--- src/verilog/memBusPkg.sv ---
package memBusPkg;

    // requester command code, same encoding as the CPU side of the tile
    typedef enum logic [1:0] {
        OpIdle  = 2'b00,
        OpWrite = 2'b01,
        OpRead  = 2'b10
    } reqOp_e;

    // one request from the requester, also forwarded by the router
    typedef struct packed {
        reqOp_e      op;
        logic [31:0] addr;
        logic [31:0] wdata;
        logic [3:0]  sel;
    } memReq_t;

    // wishbone classic master-to-slave signals
    typedef struct packed {
        logic        cyc;
        logic        stb;
        logic        we;
        logic [31:0] adr;
        logic [31:0] dat;
        logic [3:0]  sel;
    } wbReq_t;

    // wishbone slave-to-master signals
    typedef struct packed {
        logic        ack;
        logic        err;
        logic [31:0] dat;
    } wbRsp_t;

    // control register window, one word per register
    localparam logic [31:0] RegBase = 32'hFFFF_0000;
    localparam int RegCount = 8;

    // byte span of one decoder slot; slot k starts at k * SlotSpan
    localparam logic [31:0] SlotSpan = 32'h0000_1000;

endpackage

--- src/verilog/wbDecoder.sv ---
`timescale 1ns/1ps

module wbDecoder #(
    parameter int NumSlots = 2
) (
    input  logic                               clk,
    input  logic                               reset_i,
    input  memBusPkg::wbReq_t                  wb_i,
    output memBusPkg::wbRsp_t                  wb_o,
    output memBusPkg::wbReq_t [NumSlots-1:0]   slotReq_o,
    input  memBusPkg::wbRsp_t [NumSlots-1:0]   slotRsp_i
);

    logic [31:0] slotIdx;
    logic unmapped;
    logic errQ;
    memBusPkg::wbRsp_t rspSel;

    assign slotIdx  = wb_i.adr / memBusPkg::SlotSpan;
    assign unmapped = (slotIdx >= 32'(NumSlots));

    // every slot sees the payload, only the addressed one sees cyc and stb
    always_comb begin
        for (int k = 0; k < NumSlots; k++) begin
            slotReq_o[k]     = wb_i;
            slotReq_o[k].cyc = wb_i.cyc && (slotIdx == 32'(k));
            slotReq_o[k].stb = wb_i.stb && (slotIdx == 32'(k));
        end
    end

    // no slot answers an unmapped address, so raise err here for one cycle
    always_ff @(posedge clk) begin
        if (reset_i) begin
            errQ <= 1'b0;
        end else begin
            errQ <= wb_i.cyc && wb_i.stb && unmapped && !errQ;
        end
    end

    always_comb begin
        rspSel = '0;
        for (int k = 0; k < NumSlots; k++) begin
            if (slotIdx == 32'(k)) begin
                rspSel = slotRsp_i[k];
            end
        end
    end

    // rspSel is all zero when unmapped, so the error carries zero data
    always_comb begin
        wb_o     = rspSel;
        wb_o.err = rspSel.err || errQ;
    end

endmodule

--- config.mk ---
export PLATFORM = sky130hd
export DESIGN_NAME = wbDecoder
export DESIGN_NICKNAME = d
export VERILOG_FILES = /design/src/verilog/memBusPkg.sv /design/src/verilog/wbDecoder.sv
export SDC_FILE = /design/constraint.sdc
export NUM_CORES = 1
export LEC_CHECK = 0
export BUFFER_PORTS_ARGS = -buffer_cell sky130_fd_sc_hd__clkbuf_2
export CORE_AREA = 2 2 124 126
export DETAILED_ROUTE_END_ITERATION = 16
export DIE_AREA = 0 0 126 128
export GPL_TIMING_DRIVEN = 1
export HOLD_SLACK_MARGIN = 0.06
export PLACE_DENSITY_LB_ADDON = 0.12
export SLEW_MARGIN = 20
export SYNTH_ARGS = -nofsm -noshare
export SYNTH_HDL_FRONTEND = slang
export SYNTH_SLANG_ARGS = --single-unit
--- constraint.sdc ---
create_clock -name clk -period 1.21 [get_ports clk]
set_clock_uncertainty 0.2 [all_clocks]
set_input_delay 0.1815 -clock clk [delete_from_list [all_inputs] [get_ports clk]]
set_output_delay 0.1815 -clock clk [all_outputs]
set_load 0.03 [all_outputs]
# Yosys cells after proc, flatten, opt, wreduce, memory -nomap -nowiden
# Index checks and enable logic that the tools add are counted.
# W data, S select, Z words.
[totals]
regBits = 1
wordCells = 15
in_bits = 141
[classes]
n_reduce_logical = 10
muxes = 2
magnitude_cmp = 1
eq_ne = 1
[op_table]
columns = ["op", "count"]
rows = [
  ["$mux W34", 2],
  ["$logic_not A32 Y1", 1],
  ["$eq A20 B1 Y1 const B", 1],
  ["$ge A20 B2 Y1 const B", 1],
  ["$logic_and A1 B1 Y1", 7],
  ["$logic_not A1 Y1", 1],
  ["$logic_or A1 B1 Y1", 1],
]

# Depth between registers and ports, before layout
[logic_depth]
depth_word = 4
mapped_depth = 5

# Worst setup path after synthesis
# OpenSTA, ideal clock, no wires.
[synth_path]
path_kind = "input-to-output"
from = "in wb_i[52] in the netlist's numbering"
to = "out slotReq_o[69] in the netlist's numbering"
path_buffers = 1
arrival_time_ns = 1.667
slack_ns = -0.838
cell_stages = 4
required_ns = 0.829
cell_sequence = "nor4_1 -> nand2_1 -> buf_4 -> nor4_1"
[synth_lines]
columns = ["element", "line", "rtl"]
rows = [
  ["start, declared", "wbDecoder.sv:8", "input memBusPkg::wbReq_t wb_i,"],
  ["end, declared", "wbDecoder.sv:10", "output memBusPkg::wbReq_t [NumSlots-1:0] slotReq_o,"],
]

==> run summary <==
status -> finished with violations
pre-CTS WS -> -0.649 ns
Hold Path Sink -> slotReq_o[101]
Final Hold Fails -> 0
initial antenna violation count -> 0
Synth top area share -> 0.584
Final Core Density -> 0.188
Routed WL per cell -> 11.5 um
RSZ-0062 raised after global routing -> yes
max-cap viol count -> 0
Post-Synthesis Cells -> 237
CP Class -> input pin to output port
Worst Setup End Kind -> output port
pwr dens -> 242 mW/mm^2
antenna viol nets, final -> 0
hold_sp -> wb_i[30]
number of synthesis warnings -> 0
Fmax -> 0.551 GHz
Ports -> 317
Total GRT Usage -> 0.0629
Yosys top cell by area -> buf_4
Worst setup SP type -> input pin
Finished Cell Area -> 0.00279 sq mm
drc violations -> 0
Worst R2R End -> errQ
Final nets -> 434
Die Area -> 0.0161 sq mm
DRT Pass-1 Iters -> 3
# hold bufs at CTS -> 0
num rows -> 45
r2r startpoint -> errQ
failing checks -> negative setup slack
Buf+Inv Stages, Crit Path -> 4
register bit total from synthesis -> 1
chip height -> 128 um
Top reg by flops -> errQ
post-DP HPWL -> 4700 um
routed wire length -> 5520 um
max-slew violations -> 0
R2R cell count -> 2
hold slack -> 0.163 ns
Via Count -> 1616
core box area -> 0.0149 sq mm
Largest regs -> errQ x1
minimum clock period -> 1.82 ns
share of post-route cells with drive strength above 1 -> 0.852
Relative slew margins -> 0.802
syn nets -> 378
grt total ovfl -> 0
PortBufs -> 169
Leakage -> 1.54 nW
insertion delay to the later sink of the worst-skew pair -> 0 ns
most common cell after layout, fill and taps aside -> clkbuf_2
GPL Wtd Cong -> 0.693
Placed Area -> 0.00246 sq mm
most frequent cells in the layout -> clkbuf_2 (131), mux2i_1 (34), nor3_4 (32)
max reg flops -> 1
setup slack after layout -> -0.605 ns
ordered list of cells on the worst path -> clkbuf_2, nor4_2, buf_4, nand2_4, buf_12, o31ai_4, clkbuf_8
Synth area leaders -> buf_4 (58%), mux2i_1 (19%), nor3_1 (7.2%)
cell family with most CP delay -> buffers and inverters
Synth Cell Area -> 0.00180 sq mm
sequential-to-total area share from yosys stat -> 0.0111
Die Width -> 126 um
Arr. time, crit path -> 1.43 ns
Critical Path RT -> 0.83 ns
Worst R2R Setup Slack -> 0.35 ns
diodes inserted -> 0
final setup violation count -> 39
worst min path class -> input pin to output port
CP peak stage delay -> 0.27 ns
peak supply drop -> 0.115 mV
CP max FO -> 21
DR vias/cell -> 3.37
largest net degree at the start of global routing -> 24
Initial Utilization -> 0.121
P&R area growth vs syn -> 55.0%
slowest CP cell -> o31ai_4
worst hold path depth -> 0
vias in the first global route -> 1684
fin crit share -> 1.50
drt initial violations -> 6
first-pass GRT wire length -> 8580 um
Post-Syn Area per Cell -> 7.59 sq um
Synth cell types -> 16
slew of the pin with the lowest slew margin -> 0.288 ns
cell type report:
| class | instances | area, sq um |
|---|---|---|
| timing repair buffer | 204 | 1440 |
| inverter | 3 | 11.3 |
| multi-input combinational | 83 | 1090 |
| tap | 188 | 235 |
| fill | 1691 | 12100 |
| sequential | 1 | 20.0 |
Yosys cell counts:
library cell and n:
o31ai_1 1, buf_6 3, nand3_1 1, mux2i_1 34, buf_2 3, nor3_2 10
buf_4 140, clkbuf_1 4, dfxtp_1 1, nor4_2 1, o2111a_1 1, inv_1 3
nand2_1 3, nor3_1 26, nor2_1 1, nor4_1 5
worst max-delay path by stage:
stage / endpoint / slack (ns) / from / cells after the start
after floorplan: wb_o[22] / -0.42 / wb_i[65] / 5
after global placement: wb_o[32] / -0.67 / wb_i[63] / 6
after detailed placement: wb_o[32] / -0.65 / wb_i[63] / 6
after CTS: wb_o[32] / -0.61 / wb_i[51] / 7
after global routing: wb_o[23] / -0.67 / wb_i[61] / 6
final: wb_o[32] / -0.61 / wb_i[51] / 7
what timing repair did:
action / 4_1_cts / 5_1_grt
endpoints found under the setup margin: 39 / 39
buffers inserted: 0 / 8
gates resized for setup: 63 / 7
pin swaps: 1 / 2
layer usage:
metal,share of wire,GRT usage
met1,0.34,0.0703
met2,0.54,0.121
met3,0.087,0.0109
met4,0.026,0.0187
met5,0,0
cell families (layout without fill, tap and decap cells):
group                  count (synthesis)  count (layout)  synth area share
flip-flops                             1               1            0.0111
AO/OA/AOI/OAI                          2               2            0.0104
AND/OR/NAND/NOR                       47              47             0.163
buffers and inverters                153             207             0.626
multiplexers                          34              34             0.189
metrics by stage:
stage | std cells | power [mW] | TNS [ns]
3_3_place_gp | 471 | 0.681 | -23.76
2_1_floorplan | 237 | 1.06 | -13.82
4_1_cts | 471 | 0.684 | -21.65
3_5_place_dp | 471 | 0.676 | -22.89
6_report | 479 | 0.674 | -20.83
5_1_grt | 479 | 0.724 | -23.89
where the power goes:
group          switching [mW]  internal (mW)  total [mW]  leakage [nW]
registers            0.000895         0.0350      0.0359       0.00820
logic                   0.367          0.271       0.638          1.53
clock network               0              0           0             0
total                   0.368          0.306       0.674          1.54
No activity file was read; power rests on OpenSTA's default activity.
