File: src/verilog/memBusPkg.sv
package memBusPkg;

    // requester command code, same encoding as the CPU side of the tile
    typedef enum logic [1:0] {
        OpIdle  = 2'b00,
        OpWrite = 2'b01,
        OpRead  = 2'b10
    } reqOp_e;

    // one request from the requester, also forwarded by the router
    typedef struct packed {
        reqOp_e      op;
        logic [31:0] addr;
        logic [31:0] wdata;
        logic [3:0]  sel;
    } memReq_t;

    // wishbone classic master-to-slave signals
    typedef struct packed {
        logic        cyc;
        logic        stb;
        logic        we;
        logic [31:0] adr;
        logic [31:0] dat;
        logic [3:0]  sel;
    } wbReq_t;

    // wishbone slave-to-master signals
    typedef struct packed {
        logic        ack;
        logic        err;
        logic [31:0] dat;
    } wbRsp_t;

    // control register window, one word per register
    localparam logic [31:0] RegBase = 32'hFFFF_0000;
    localparam int RegCount = 8;

    // byte span of one decoder slot; slot k starts at k * SlotSpan
    localparam logic [31:0] SlotSpan = 32'h0000_1000;

endpackage

File: src/verilog/wbManager.sv
`timescale 1ns/1ps

module wbManager (
    input  logic                clk,
    input  logic                reset_i,
    input  memBusPkg::memReq_t  fwd_i,
    input  logic                fwdValid_i,
    output memBusPkg::wbReq_t   wb_o,
    input  memBusPkg::wbRsp_t   wb_i,
    output logic                mgrDone_o,
    output memBusPkg::wbRsp_t   mgrRsp_o
);

    typedef enum logic [1:0] {
        Idle,
        Cycle,
        Done
    } mgrState_e;

    mgrState_e state;

    // cycle payload, captured when the router hands a request over
    logic [31:0] adrQ;
    logic [31:0] datQ;
    logic [3:0]  selQ;
    logic        weQ;

    // slave response captured at the terminating edge
    memBusPkg::wbRsp_t rspQ;

    logic terminate;

    assign terminate = wb_i.ack || wb_i.err;

    always_ff @(posedge clk) begin
        if (reset_i) begin
            state <= Idle;
        end else begin
            case (state)
                Idle: begin
                    if (fwdValid_i) begin
                        state <= Cycle;
                    end
                end
                Cycle: begin
                    // cyc and stb stay up until the slave ends the cycle
                    if (terminate) begin
                        state <= Done;
                    end
                end
                Done: begin
                    state <= Idle;
                end
                default: state <= Idle;
            endcase
        end
    end

    always_ff @(posedge clk) begin
        if (state == Idle && fwdValid_i) begin
            adrQ <= fwd_i.addr;
            datQ <= fwd_i.wdata;
            selQ <= fwd_i.sel;
            weQ  <= (fwd_i.op == memBusPkg::OpWrite);
        end
    end

    always_ff @(posedge clk) begin
        if (state == Cycle && terminate) begin
            rspQ <= wb_i;
        end
    end

    always_comb begin
        wb_o.cyc = (state == Cycle);
        wb_o.stb = (state == Cycle);
        wb_o.we  = weQ;
        wb_o.adr = adrQ;
        wb_o.dat = datQ;
        wb_o.sel = selQ;
    end

    // one-cycle done pulse, the cycle has already been dropped here
    assign mgrDone_o = (state == Done);
    assign mgrRsp_o  = rspQ;

endmodule

File: config.mk
export PLATFORM = sky130hd
export DESIGN_NAME = wbManager
export DESIGN_NICKNAME = d
export VERILOG_FILES = /design/src/verilog/memBusPkg.sv /design/src/verilog/wbManager.sv
export SDC_FILE = /design/constraint.sdc
export NUM_CORES = 1
export LEC_CHECK = 0
export BUFFER_PORTS_ARGS = -buffer_cell sky130_fd_sc_hd__buf_2
export CAP_MARGIN = 20
export CORE_MARGIN = 2
export CORE_UTILIZATION = 44
export DETAILED_ROUTE_END_ITERATION = 16
export PLACE_DENSITY = 0.92
export SLEW_MARGIN = 20
export SYNTH_ARGS = -nofsm -noshare
export SYNTH_HDL_FRONTEND = slang
export SYNTH_SLANG_ARGS = --single-unit
export TNS_END_PERCENT = 100
File: constraint.sdc
create_clock -name clk -period 6.6 [get_ports clk]
set_input_delay 0.33 -clock clk [delete_from_list [all_inputs] [get_ports clk]]
set_output_delay 0.33 -clock clk [all_outputs]
set_load 0.02 [all_outputs]
=== Word-level counts from Yosys, hierarchy flattened ===
Cells that the tools add are included.

* Register bits after elaboration: 105
* Bits in latches: 0
* Memory bits (writable): 0
* Bits in read-only memories: 0
* Input bits: 107
* Output and inout bits: 106
* Word-level logic and storage cells: 21
* Memories: 0

* Add/subtract/negate cells: 0
* $mul: 0
* Div/mod/pow operators: 0
* $lt $le $gt $ge: 0
* Eq/ne operators: 5
* Shift-type cells: 0
* Multiplexer cells: 3
* Bitwise gates (word level): 0
* Reductions and logical operators: 5

{| class="wikitable"
|+ Operators with widths
! cell !! number
|-
| $eq 2x1->1 const B || 2
|-
| $mux 2 || 2
|-
| $pmux 2 s2 || 1
|-
| $eq 2x2->1 const B || 1
|-
| $logic_and 1x1->1 || 2
|-
| $logic_not 2->1 || 1
|-
| $ne 2x1->1 const B || 1
|-
| $ne 2x2->1 const B || 1
|-
| $reduce_and 2->1 || 1
|-
| $logic_or 1x1->1 || 1
|}

=== Depth between registers and ports, before layout ===
* Depth in word-level cells: 3
* Gate-level depth with buffers: 3
* Gate-level depth less buffers: 2

=== Least setup slack after synthesis ===
No wires, ideal clock.

* Path type: flip-flop to flip-flop
* Start point: register state[0]
* End point: register adrQ[0] (enable)
* Library setup time: 0.496 ns
* Data arrival time: 3.350 ns
* Data required time: 6.104 ns
* Path slack: 2.754 ns
* Stages on the path, launching flop included: 3
* Path buffers: 0
* Clock period less this slack: 3.846 ns
* Path through: dfxtp_1 nand2b_1 nor2_1

* Longest elaborated chain between the ends: 2

{| class="wikitable"
|+ Ends and longest elaborated chain
! item !! line !! source
|-
| from (decl) || wbManager.sv:20 || <nowiki>mgrState_e state;</nowiki>
|-
| from (signal assigned) || wbManager.sv:37 || <nowiki>state <= Idle;</nowiki>
|-
| from (signal assigned) || wbManager.sv:42 || <nowiki>state <= Cycle;</nowiki>
|-
| from (signal assigned) || wbManager.sv:48 || <nowiki>state <= Done;</nowiki>
|-
| $logic_not 2->1 || wbManager.sv:60 || <nowiki>if (state == Idle && fwdValid_i) begin</nowiki>
|-
| $logic_and 1x1->1 || wbManager.sv:60 ||
|-
| to (signal assigned) || wbManager.sv:61 || <nowiki>adrQ <= fwd_i.addr;</nowiki>
|-
| to (decl) || wbManager.sv:23 || <nowiki>logic [31:0] adrQ;</nowiki>
|}

No other way between the ends.
A chain may end at the register's enable or synchronous reset.

=== Final worst setup path ===
* Start point: register state[0]
* End point: register rspQ (netlist bit mgrRsp_o[16]) (enable)

* Longest elaborated chain between the ends: 2

{| class="wikitable"
|+ Ends and longest elaborated chain
! item !! line !! source
|-
| $eq 2x1->1 || wbManager.sv:69 || <nowiki>if (state == Cycle && terminate) begin</nowiki>
|-
| $logic_and 1x1->1 || wbManager.sv:69 ||
|-
| to (signal assigned) || wbManager.sv:70 || <nowiki>rspQ <= wb_i;</nowiki>
|-
| to (decl) || wbManager.sv:29 || <nowiki>memBusPkg::wbRsp_t rspQ;</nowiki>
|}

No other way between the ends.

==> qor.yml <==
outcome: "finished clean"
synth_warnings: 0
tns_ps: 0
crit_chain: "or2b_1 -> nor2_2 -> buf_4"
cts_hold_buf: 0
postSynth.topFlopCell: "edfxtp_1"
hold_viol: 0
netlist_instances: 118
cts_buffers: 9
drt_iter0_markers: 59
clock_skew_ps: 10.14
cp_top_family: "simple AND/OR/NAND/NOR gates"
grt_usage: 0.1776
yosysMostFrequentCell: "edfxtp_1"
drc_errors: 0
row_count: 31
ios: 213
synth-async-reset-ratio: 0
diodes: 0
finalMaxSlewViolations: 0
dr.pass1.iters: 4
yosysTopAreaCellShare: 0.9615
grt_max_degree: 70
numPortBuffers: 212
period_needed_ps: 1810
post-synth-top-area-cell: "edfxtp_1"
critPathBufInv: 1
wl_um: 7188
fmax_mhz: 552.6
start_util: 0.4483
regArea_um2: 3133
path_max_fanout: 25
synthesis.nets: 225
post_cts_buffers: 0
finalNonFillerCells: 445
vias_per_cell: 4.436
antenna_found_initial: 0
hold_path_class: "in -> reg"
antenna_violating_nets_post_route: 0
period_share: 0.2742
grt_pass1_wl_um: 10030
wl_per_cell_um: 16.15
synth_area_leaders: "edfxtp_1 96%, dfxtp_1 1.2%, buf_4 0.47%"
grt_pass1_vias: 2023
area_delta_synth_final_pct: 42.90
design.die.area_um2: 8011
cts_buffer_depth: 2
gp_congestion: 0.7419
syn_area_per_cell_um2: 27.26
nNetsFinal: 448
core_area_um2: 7176
cp.required_ps: 6640
finalSetupViolations: 0
path_clk_slew_ps: 110
cts_tree: "built"
synth.distinct_cells: 12
cap_violations: 0
max_stage_delay_ps: 420
placedCellCount: 429
grt_setup_unrepaired: "false"
slew_headroom: 0.4367
die_x_um: 89.51
clock_latency_ps: 370
overflow: 0
tightest_slew_ps: 844.9
power_density_nw_per_um2: 282.0
peakVddDrop_uv: 179.0
synth_edf_count: 103
synth_seq_cells: 105
die_h_um: 89.51
p_leak_nw: 1.969
vias: 1974
cts_root_buf: "clkbuf_8"
dp_hpwl_um: 5540
cp.arrival_ps: 1850
cp_slowest_cell: "nor2_2"
layout-drive-gt1-share: 0.6705
crit_path_end_kind: "flip-flop"
ctsResizeCount: 0
nFillCells: 519
critPathKind: "reg -> reg"
htreeDepth: 3
ys_seq_area_frac: 0.9739
cp-start-kind: "flip-flop"
ys_top_cells_by_count: "103 x edfxtp_1, 3 x nor2_1, 2 x buf_4, 2 x dfxtp_1"
multi_input_area_um2: 75.07
cts_sinks: 105
syn_area_um2: 3217
-- cell type report --
type,instances,share of cell area
Clock inverter,7,0.01334
Multi-Input combinational cell,10,0.01633
Inverter,1,0.0008165
Clock buffer,9,0.02695
Sequential cell,105,0.6815
Timing Repair Buffer,214,0.2341
Tap cell,99,0.02695
-- logic make-up (layout without fill, tap and decap cells) --
family / Yosys count / in the layout / synth area share
buffers and inverters: 3 / 231 / 0.005832
AOI/OAI and AO/OA: 1 / 1 / 0.003889
DFF: 105 / 105 / 0.9739
and+or+nand+nor: 9 / 9 / 0.01634
-- sequential cells by signal, summed over array words and instances, names as in the netlist --
signal / cells
selQ: 4
mgrRsp_o: 34
weQ: 1
state: 2
adrQ: 32
datQ: 32
-- per-layer routing --
layer / up-vias / global-route usage / wire length, um
li1: 910 / - / -
met1: 925 / 0.1783 / 2312
met2: 127 / 0.2990 / 3891
met3: 12 / 0.1127 / 860
met4: 0 / 0.06377 / 124
met5: - / 0 / 0
-- layout by cell type, fill, tap and decap left out, types with 2 or more instances in the layout --
cell and n:
clkbuf_8 9, inv_8 2, clkinv_4 3, dfxtp_1 2, buf_4 2, buf_2 212
edfxtp_1 103
-- path summary, 6_finish.rpt --
check	start	to	slack, ps	cells past startpoint
setup / recovery	state[0]	mgrRsp_o[16]	4790	3
setup reg to reg	state[0]	mgrRsp_o[16]	4790	3
hold reg to reg	state[1]	state[0]	530	1
hold / removal	wb_i[24]	mgrRsp_o[24]	120	1
-- stage by stage --
stage / worst slack, ps / total power, mW / hold WS [ps] / instance area, um^2 / util
floorplan: 2754 / 0.8746 / 394.6 / 3217 / -
global placement: 4908 / 0.9391 / 501.4 / 4412 / 0.6148
detailed placement: 4801 / 0.9454 / 508.1 / 4412 / 0.6148
CTS: 4790 / 1.307 / 112.3 / 4597 / 0.6406
global route: 4660 / 1.345 / 99.72 / 4597 / 0.6406
finish: 4790 / 1.296 / 125.0 / 4597 / 0.6406
-- power breakdown --
part	leakage [nW]	switching [mW]	internal [mW]
clock	0.0953	0.224	0.145
sequential	0.991	0.00949	0.779
combinational	0.883	0.0905	0.0486
Note: power is estimated with default switching activity, not from simulation.
