==> src/verilog/memBusPkg.sv <==
package memBusPkg;

    // requester command code, same encoding as the CPU side of the tile
    typedef enum logic [1:0] {
        OpIdle  = 2'b00,
        OpWrite = 2'b01,
        OpRead  = 2'b10
    } reqOp_e;

    // one request from the requester, also forwarded by the router
    typedef struct packed {
        reqOp_e      op;
        logic [31:0] addr;
        logic [31:0] wdata;
        logic [3:0]  sel;
    } memReq_t;

    // wishbone classic master-to-slave signals
    typedef struct packed {
        logic        cyc;
        logic        stb;
        logic        we;
        logic [31:0] adr;
        logic [31:0] dat;
        logic [3:0]  sel;
    } wbReq_t;

    // wishbone slave-to-master signals
    typedef struct packed {
        logic        ack;
        logic        err;
        logic [31:0] dat;
    } wbRsp_t;

    // control register window, one word per register
    localparam logic [31:0] RegBase = 32'hFFFF_0000;
    localparam int RegCount = 8;

    // byte span of one decoder slot; slot k starts at k * SlotSpan
    localparam logic [31:0] SlotSpan = 32'h0000_1000;

endpackage

==> src/verilog/mmioRouter.sv <==
`timescale 1ns/1ps

module mmioRouter (
    input  logic                clk,
    input  logic                reset_i,
    input  memBusPkg::memReq_t  req_i,
    output logic                busy_o,
    output logic                done_o,
    output logic [31:0]         rdata_o,
    output logic                busErr_o,
    output memBusPkg::memReq_t  fwd_o,
    output logic                fwdValid_o,
    input  logic                mgrDone_i,
    input  memBusPkg::wbRsp_t   mgrRsp_i
);

    localparam int RegIdxBits = $clog2(memBusPkg::RegCount);

    typedef enum logic [1:0] {
        Idle,
        RegAccess,
        WaitBus
    } routerState_e;

    routerState_e state;
    memBusPkg::memReq_t reqQ;
    logic [31:0] ctrlRegs [memBusPkg::RegCount];
    logic [RegIdxBits-1:0] regIdx;
    logic accept;
    logic inWindow;

    // busy also covers the done cycle, so no new request lands on it
    assign busy_o = (state != Idle) || done_o;
    assign accept = (req_i.op != memBusPkg::OpIdle) && !busy_o;

    assign inWindow = (req_i.addr >= memBusPkg::RegBase) &&
                      ((req_i.addr - memBusPkg::RegBase) < 32'(4 * memBusPkg::RegCount));

    // low two address bits are dropped, a misaligned access hits its word
    assign regIdx = reqQ.addr[RegIdxBits+1:2];

    assign fwd_o = reqQ;

    always_ff @(posedge clk) begin
        if (accept) begin
            reqQ <= req_i;
        end
    end

    always_ff @(posedge clk) begin
        if (reset_i) begin
            state      <= Idle;
            done_o     <= 1'b0;
            rdata_o    <= '0;
            busErr_o   <= 1'b0;
            fwdValid_o <= 1'b0;
        end else begin
            done_o     <= 1'b0;
            fwdValid_o <= 1'b0;
            case (state)
                Idle: begin
                    if (accept) begin
                        state      <= inWindow ? RegAccess : WaitBus;
                        fwdValid_o <= !inWindow;
                    end
                end
                RegAccess: begin
                    done_o   <= 1'b1;
                    busErr_o <= 1'b0;
                    rdata_o  <= (reqQ.op == memBusPkg::OpRead) ? ctrlRegs[regIdx] : '0;
                    state    <= Idle;
                end
                WaitBus: begin
                    // manager result becomes visible one cycle after its pulse
                    if (mgrDone_i) begin
                        done_o   <= 1'b1;
                        busErr_o <= mgrRsp_i.err;
                        rdata_o  <= (reqQ.op == memBusPkg::OpRead) ? mgrRsp_i.dat : '0;
                        state    <= Idle;
                    end
                end
                default: state <= Idle;
            endcase
        end
    end

    always_ff @(posedge clk) begin
        if (reset_i) begin
            for (int k = 0; k < memBusPkg::RegCount; k++) begin
                ctrlRegs[k] <= '0;
            end
        end else if (state == RegAccess && reqQ.op == memBusPkg::OpWrite) begin
            ctrlRegs[regIdx] <= reqQ.wdata;
        end
    end

endmodule

==> config.mk <==
export PLATFORM = sky130hd
export DESIGN_NAME = mmioRouter
export DESIGN_NICKNAME = d
export VERILOG_FILES = /design/src/verilog/memBusPkg.sv /design/src/verilog/mmioRouter.sv
export SDC_FILE = /design/constraint.sdc
export NUM_CORES = 1
export LEC_CHECK = 0
export ABC_AREA = 1
export ABC_CLOCK_PERIOD_IN_PS = 6700
export BUFFER_PORTS_ARGS = -buffer_cell sky130_fd_sc_hd__buf_2
export CORE_UTILIZATION = 30
export DETAILED_ROUTE_END_ITERATION = 8
export PLACE_DENSITY = 0.46
export SLEW_MARGIN = 5
export SYNTH_ARGS = -nofsm -noshare
export SYNTH_HDL_FRONTEND = slang
export SYNTH_SLANG_ARGS = --single-unit
==> constraint.sdc <==
create_clock -name clk -period 6.7 [get_ports clk]
set_clock_uncertainty 0.15 [all_clocks]
set_input_delay 2.01 -clock clk [delete_from_list [all_inputs] [get_ports clk]]
set_output_delay 2.01 -clock clk [all_outputs]
set_load 0.02 [all_outputs]
# Yosys cells after proc, flatten, opt, wreduce, memory -nomap -nowiden
# Memory sizes are Yosys's and may differ from the RTL's. A register that Yosys moved wholly into a read port is not among the register bits.
# Index checks and enable logic that the tools add are counted.
# totals
out_inout_bits	106
ff_bits	107
input_bits	107
wordCells	56
ram_bits	256
mem_count	1
# mem_list
memory	depth	width	rd	rd_clocked_by_memory_dff	write_ports	line_no	text
ctrlRegs	8	32	1	1	8	mmioRouter.sv:27	logic [31:0] ctrlRegs [memBusPkg::RegCount];
# classes
add_sub_neg	1
n_eq_ne	6
n_reduce_logical	14
magnitude_cmp	2
n_bitwise	2
n_mux	21
# op_table
cell	count
2-to-1 mux 32 bit	4
one-hot mux 32 bit (2 select lines)	1
>= comparator 32 bit (second input constant)	1
less-than comparator 32 x 6 -> 1 bit (second input constant)	1
OR reduction 32 bit	1
subtractor 32 bit (second input constant)	1
2-to-1 mux 1 bit	8
2-to-1 mux 2 bit	3
2-to-1 mux 3 bit	2
nonzero test 2 bit	3
== test 2 x 1 -> 1 bit (second input constant)	2
== test 2 bit (second input constant)	2
inequality test 2 bit (second input constant)	2
one-hot mux 1 bit (2 select lines)	2
one-hot mux 2 bit (2 select lines)	1
AND reduction 2 bit	2
logical AND 1 bit	3
OR reduction 3 bit	1
zero test 1 bit	2
zero test 2 bit	1
inverter 1 bit	2
logical OR 1 bit	1

# Logic depth before layout (Yosys ltp)
# depth
depth_word	7
mapped_depth	9
mapped_depth_nobuf	9

# Worst setup path before layout
# Ideal clock, no wire load.
# synth_timing
path_kind	input port to flip-flop
from	input port req_i[68] (netlist bit)
to	register fwdValid_o
n_path_buf	0
setup_time_ns	0.131
arrival_ns	4.310
required_time_ns	6.419
path_slack_ns	2.110
path_stages	5
path_cell_list	inv_1 nand2_1 nand3_1 clkinv_1 and3_1
# synth_between
elab_chain_len	4
# synth_lines
item	line_no	text
start: declaration	mmioRouter.sv:6	input memBusPkg::memReq_t req_i,
nonzero test 2 bit	mmioRouter.sv:34	assign accept = (req_i.op != memBusPkg::OpIdle) && !busy_o;
logical AND 1 bit	mmioRouter.sv:34	
named net accept	mmioRouter.sv:29	logic accept;
inverter 1 bit (no source line)	--	
OR reduction 3 bit (no source line)	--	
end signal: assignment	mmioRouter.sv:64	fwdValid_o <= !inWindow;
end: declaration	mmioRouter.sv:12	output logic fwdValid_o,
# The timed path passes the listed nets, and every way through them passes these cells.
# A chain may end at the register's enable or synchronous reset.

==> results.toml <==
[run_status]
status = "completed"

[floorplanning]
die-area_mm2 = 0.0526
ios = 213
rows = 82
die_y_um = 229
initial_utilization = 0.307
core-area_mm2 = 0.0506
die_x_um = 229

[sta]
tightest_slew_ns = 1.13
rsz0062_at_grt = "false"
fin_setup_tns_ns = 0
setup_viol = 0
timing.fmax_mhz = 236
period_needed_ns = 4.24
hold_violations = 0
post-route-period-util = 0.633
drv_slew = 0
relSlewSlack = 0.246

[hold_path]
min_to = "busErr_o"
hold_class = "flip-flop to flip-flop"
holdPathStages = 2
hold_path_startpoint = "busErr_o"

[critical_path]
worstPathArrival_ns = 4.27
endpoint_kind = "flip-flop"
cp_cell_sequence = "buf_2 > nor2_1 > nand3_2 > nor2_4 > nand2_2 > nand2_2"
cp_max_fo = 33
critPathLaunchType = "primary input"
reg2reg_from = "state[1]"
crit_buf_inv = 1
cpPeakStageDelay_ns = 1.09
crit_type = "primary input to flip-flop"
critPathSlowestCell = "nand2_2"
crit_top_cell = "nand2_2"
worstRegToRegCells = 6
worstPathRequired_ns = 6.73
r2r_end = "ctrlRegs[4][10]"
r2r_slack_ns = 3.49
worst_path_dominant_cell_family = "simple AND/OR/NAND/NOR gates"

[yosys]
synth.distinct_cells = 23
yosys.area.top_type = "edfxtp_1"
ys_ff_latch = 366
syn_inst = 1496
netlist_area_mm2 = 0.0155
syn_nets = 1606
synth_seq_area_share = 0.682
synth_area_leaders = "edfxtp_1 63%, nor2_1 8.1%, nand2_1 7.9%, nand3_1 7.4%, dfxtp_1 5.2%"
netlist.area_leader.share = 0.631
avgSynthCellArea_um2 = 10.4
yosys_warnings = 0

[power_and_ir_drop]
vdd_drop_max_uv = 239
p_per_area_mw_per_mm2 = 427
p_leak_nw = 7.51

[detailed_routing]
post_drt_wl_per_cell_um = 18.8
vias_per_cell = 4.66
wl_um = 44700
drc = 0
first_pass_iters = 5
num_vias = 11080
drtIter0Drc = 898
postRouteAntennaNets = 0

[global_routing]
antenna_found_initial = 1
grt_pass1_wl_um = 67100
grt_max_degree = 89
gr-total-overflow = 0
globalRouteTotalUtil = 0.169
grt_pass1_vias = 10890

[clock_tree]
cts_hold_buf = 0
post_cts_buffers = 0
clock_latency_ns = 0.57
h-tree-depth = 2
cts.repair.resized = 0
clockBufferDepth = 3
cts_root_buffer = "clkbuf_16"
cts_sinks = 366
cts_buffers = 44
clk_pin_slew_ns = 0.06
cts_tree = "built"

[job]
drv_cap = 0

[finish]
layout_common_cells = "333 x nor2_1, 326 x edfxtp_1, 318 x nand2_1, 229 x nand3_1, 211 x buf_2"
n_antenna_cell = 0
nets = 1779
seq_area_mm2 = 0.0106
area_growth_pct = 18.5
nFillCells = 5114
layout.cells.non_filler = 2377
utilization = 0.364
multiInputGateArea_mm2 = 0.00419
final_common_cell = "nor2_1"
drive_gt1_frac = 0.187

[placement]
portBuffers = 211
dpl.hpwl_um = 23900
dp_cells = 2295
gp_congestion = 0.720
-- sequential cells by signal, summed over array words and instances, names as in the netlist, named ones only --
| register | cells |
|---|---|
| state | 2 |
| fwd_o | 70 |
| ctrlRegs | 256 |
| fwdValid_o | 1 |
| done_o | 1 |
| rdata_o | 32 |
| busErr_o | 1 |
-- how the worst max path moves through the flow --
stage                   start              end  cells past startpoint  slack (ns)
global placement      reset_i  ctrlRegs[5][16]                      6        1.87
detailed placement    reset_i  ctrlRegs[5][16]                      6        1.82
CTS                   reset_i  ctrlRegs[5][10]                      6        2.40
finish                reset_i  ctrlRegs[4][10]                      6        2.46
global route          reset_i  ctrlRegs[5][10]                      6        2.31
floorplan           req_i[68]       fwdValid_o                      5        2.11
-- kinds of logic after synthesis --
kind of cell | share of synthesized area
AND/OR/NAND/NOR | 0.240
flip-flops | 0.682
buffers and inverters | 0.0497
adder cells (fa/ha/maj) | 0.00242
AO/OA/AOI/OAI | 0.0258
-- report_power, final --
| group | internal, mW | switching, mW |
|---|---|---|
| logic | 0.614 | 1.82 |
| clock network | 1.42 | 0.971 |
| registers | 2.84 | 0.177 |
| total | 4.87 | 2.97 |
-- metal layers --
metal  wire length (um)  share of wire  GRT usage  vias to the layer above
li1                   -              -          -                     5379
met1              20800           0.47      0.234                     5363
met2              20500           0.46      0.266                      266
met3               2270          0.051     0.0305                       70
met4               1050          0.023     0.0531                        2
met5                 13        0.00029          0                        -
-- tightest hold or removal path: stages, from the launching register on --
cell and delay, ns:
dfxtp_1 0.31, nand3_1 0.07, a21oi_1 0.05
-- cell usage after synthesis --
library cell  number
clkbuf_1          16
a21oi_2           10
nand3_1          229
ha_1               3
nor2_1           333
o21ai_0           35
nand2_1          328
inv_1             57
edfxtp_1         326
buf_6             12
clkinv_1           1
buf_2             43
nand3_2            1
nand2_2            8
a21boi_0           1
inv_2              2
or2_2              1
buf_4             15
nor2_4             2
a21oi_1           26
and3_1             1
buf_1              6
dfxtp_1           40
-- layout make-up --
class | instances | share of cell area
tap | 672 | 0.0457
sequential | 366 | 0.576
inverter | 60 | 0.0126
timing repair buffer | 219 | 0.0607
clock inverter | 26 | 0.0139
clock buffer | 56 | 0.0635
multi-input combinational | 978 | 0.228
-- metrics by stage --
stage,worst slack (ns),hold WS [ns],power (mW),area (um^2)
6_report,2.46,0.333,7.85,18400
5_1_grt,2.31,0.369,8.31,18400
4_1_cts,2.40,0.345,7.97,18400
3_5_place_dp,1.82,0.336,5.55,17000
3_3_place_gp,1.87,0.337,5.54,17000
2_1_floorplan,2.11,0.321,4.72,15500
No activity file was read; power rests on OpenSTA's default activity.
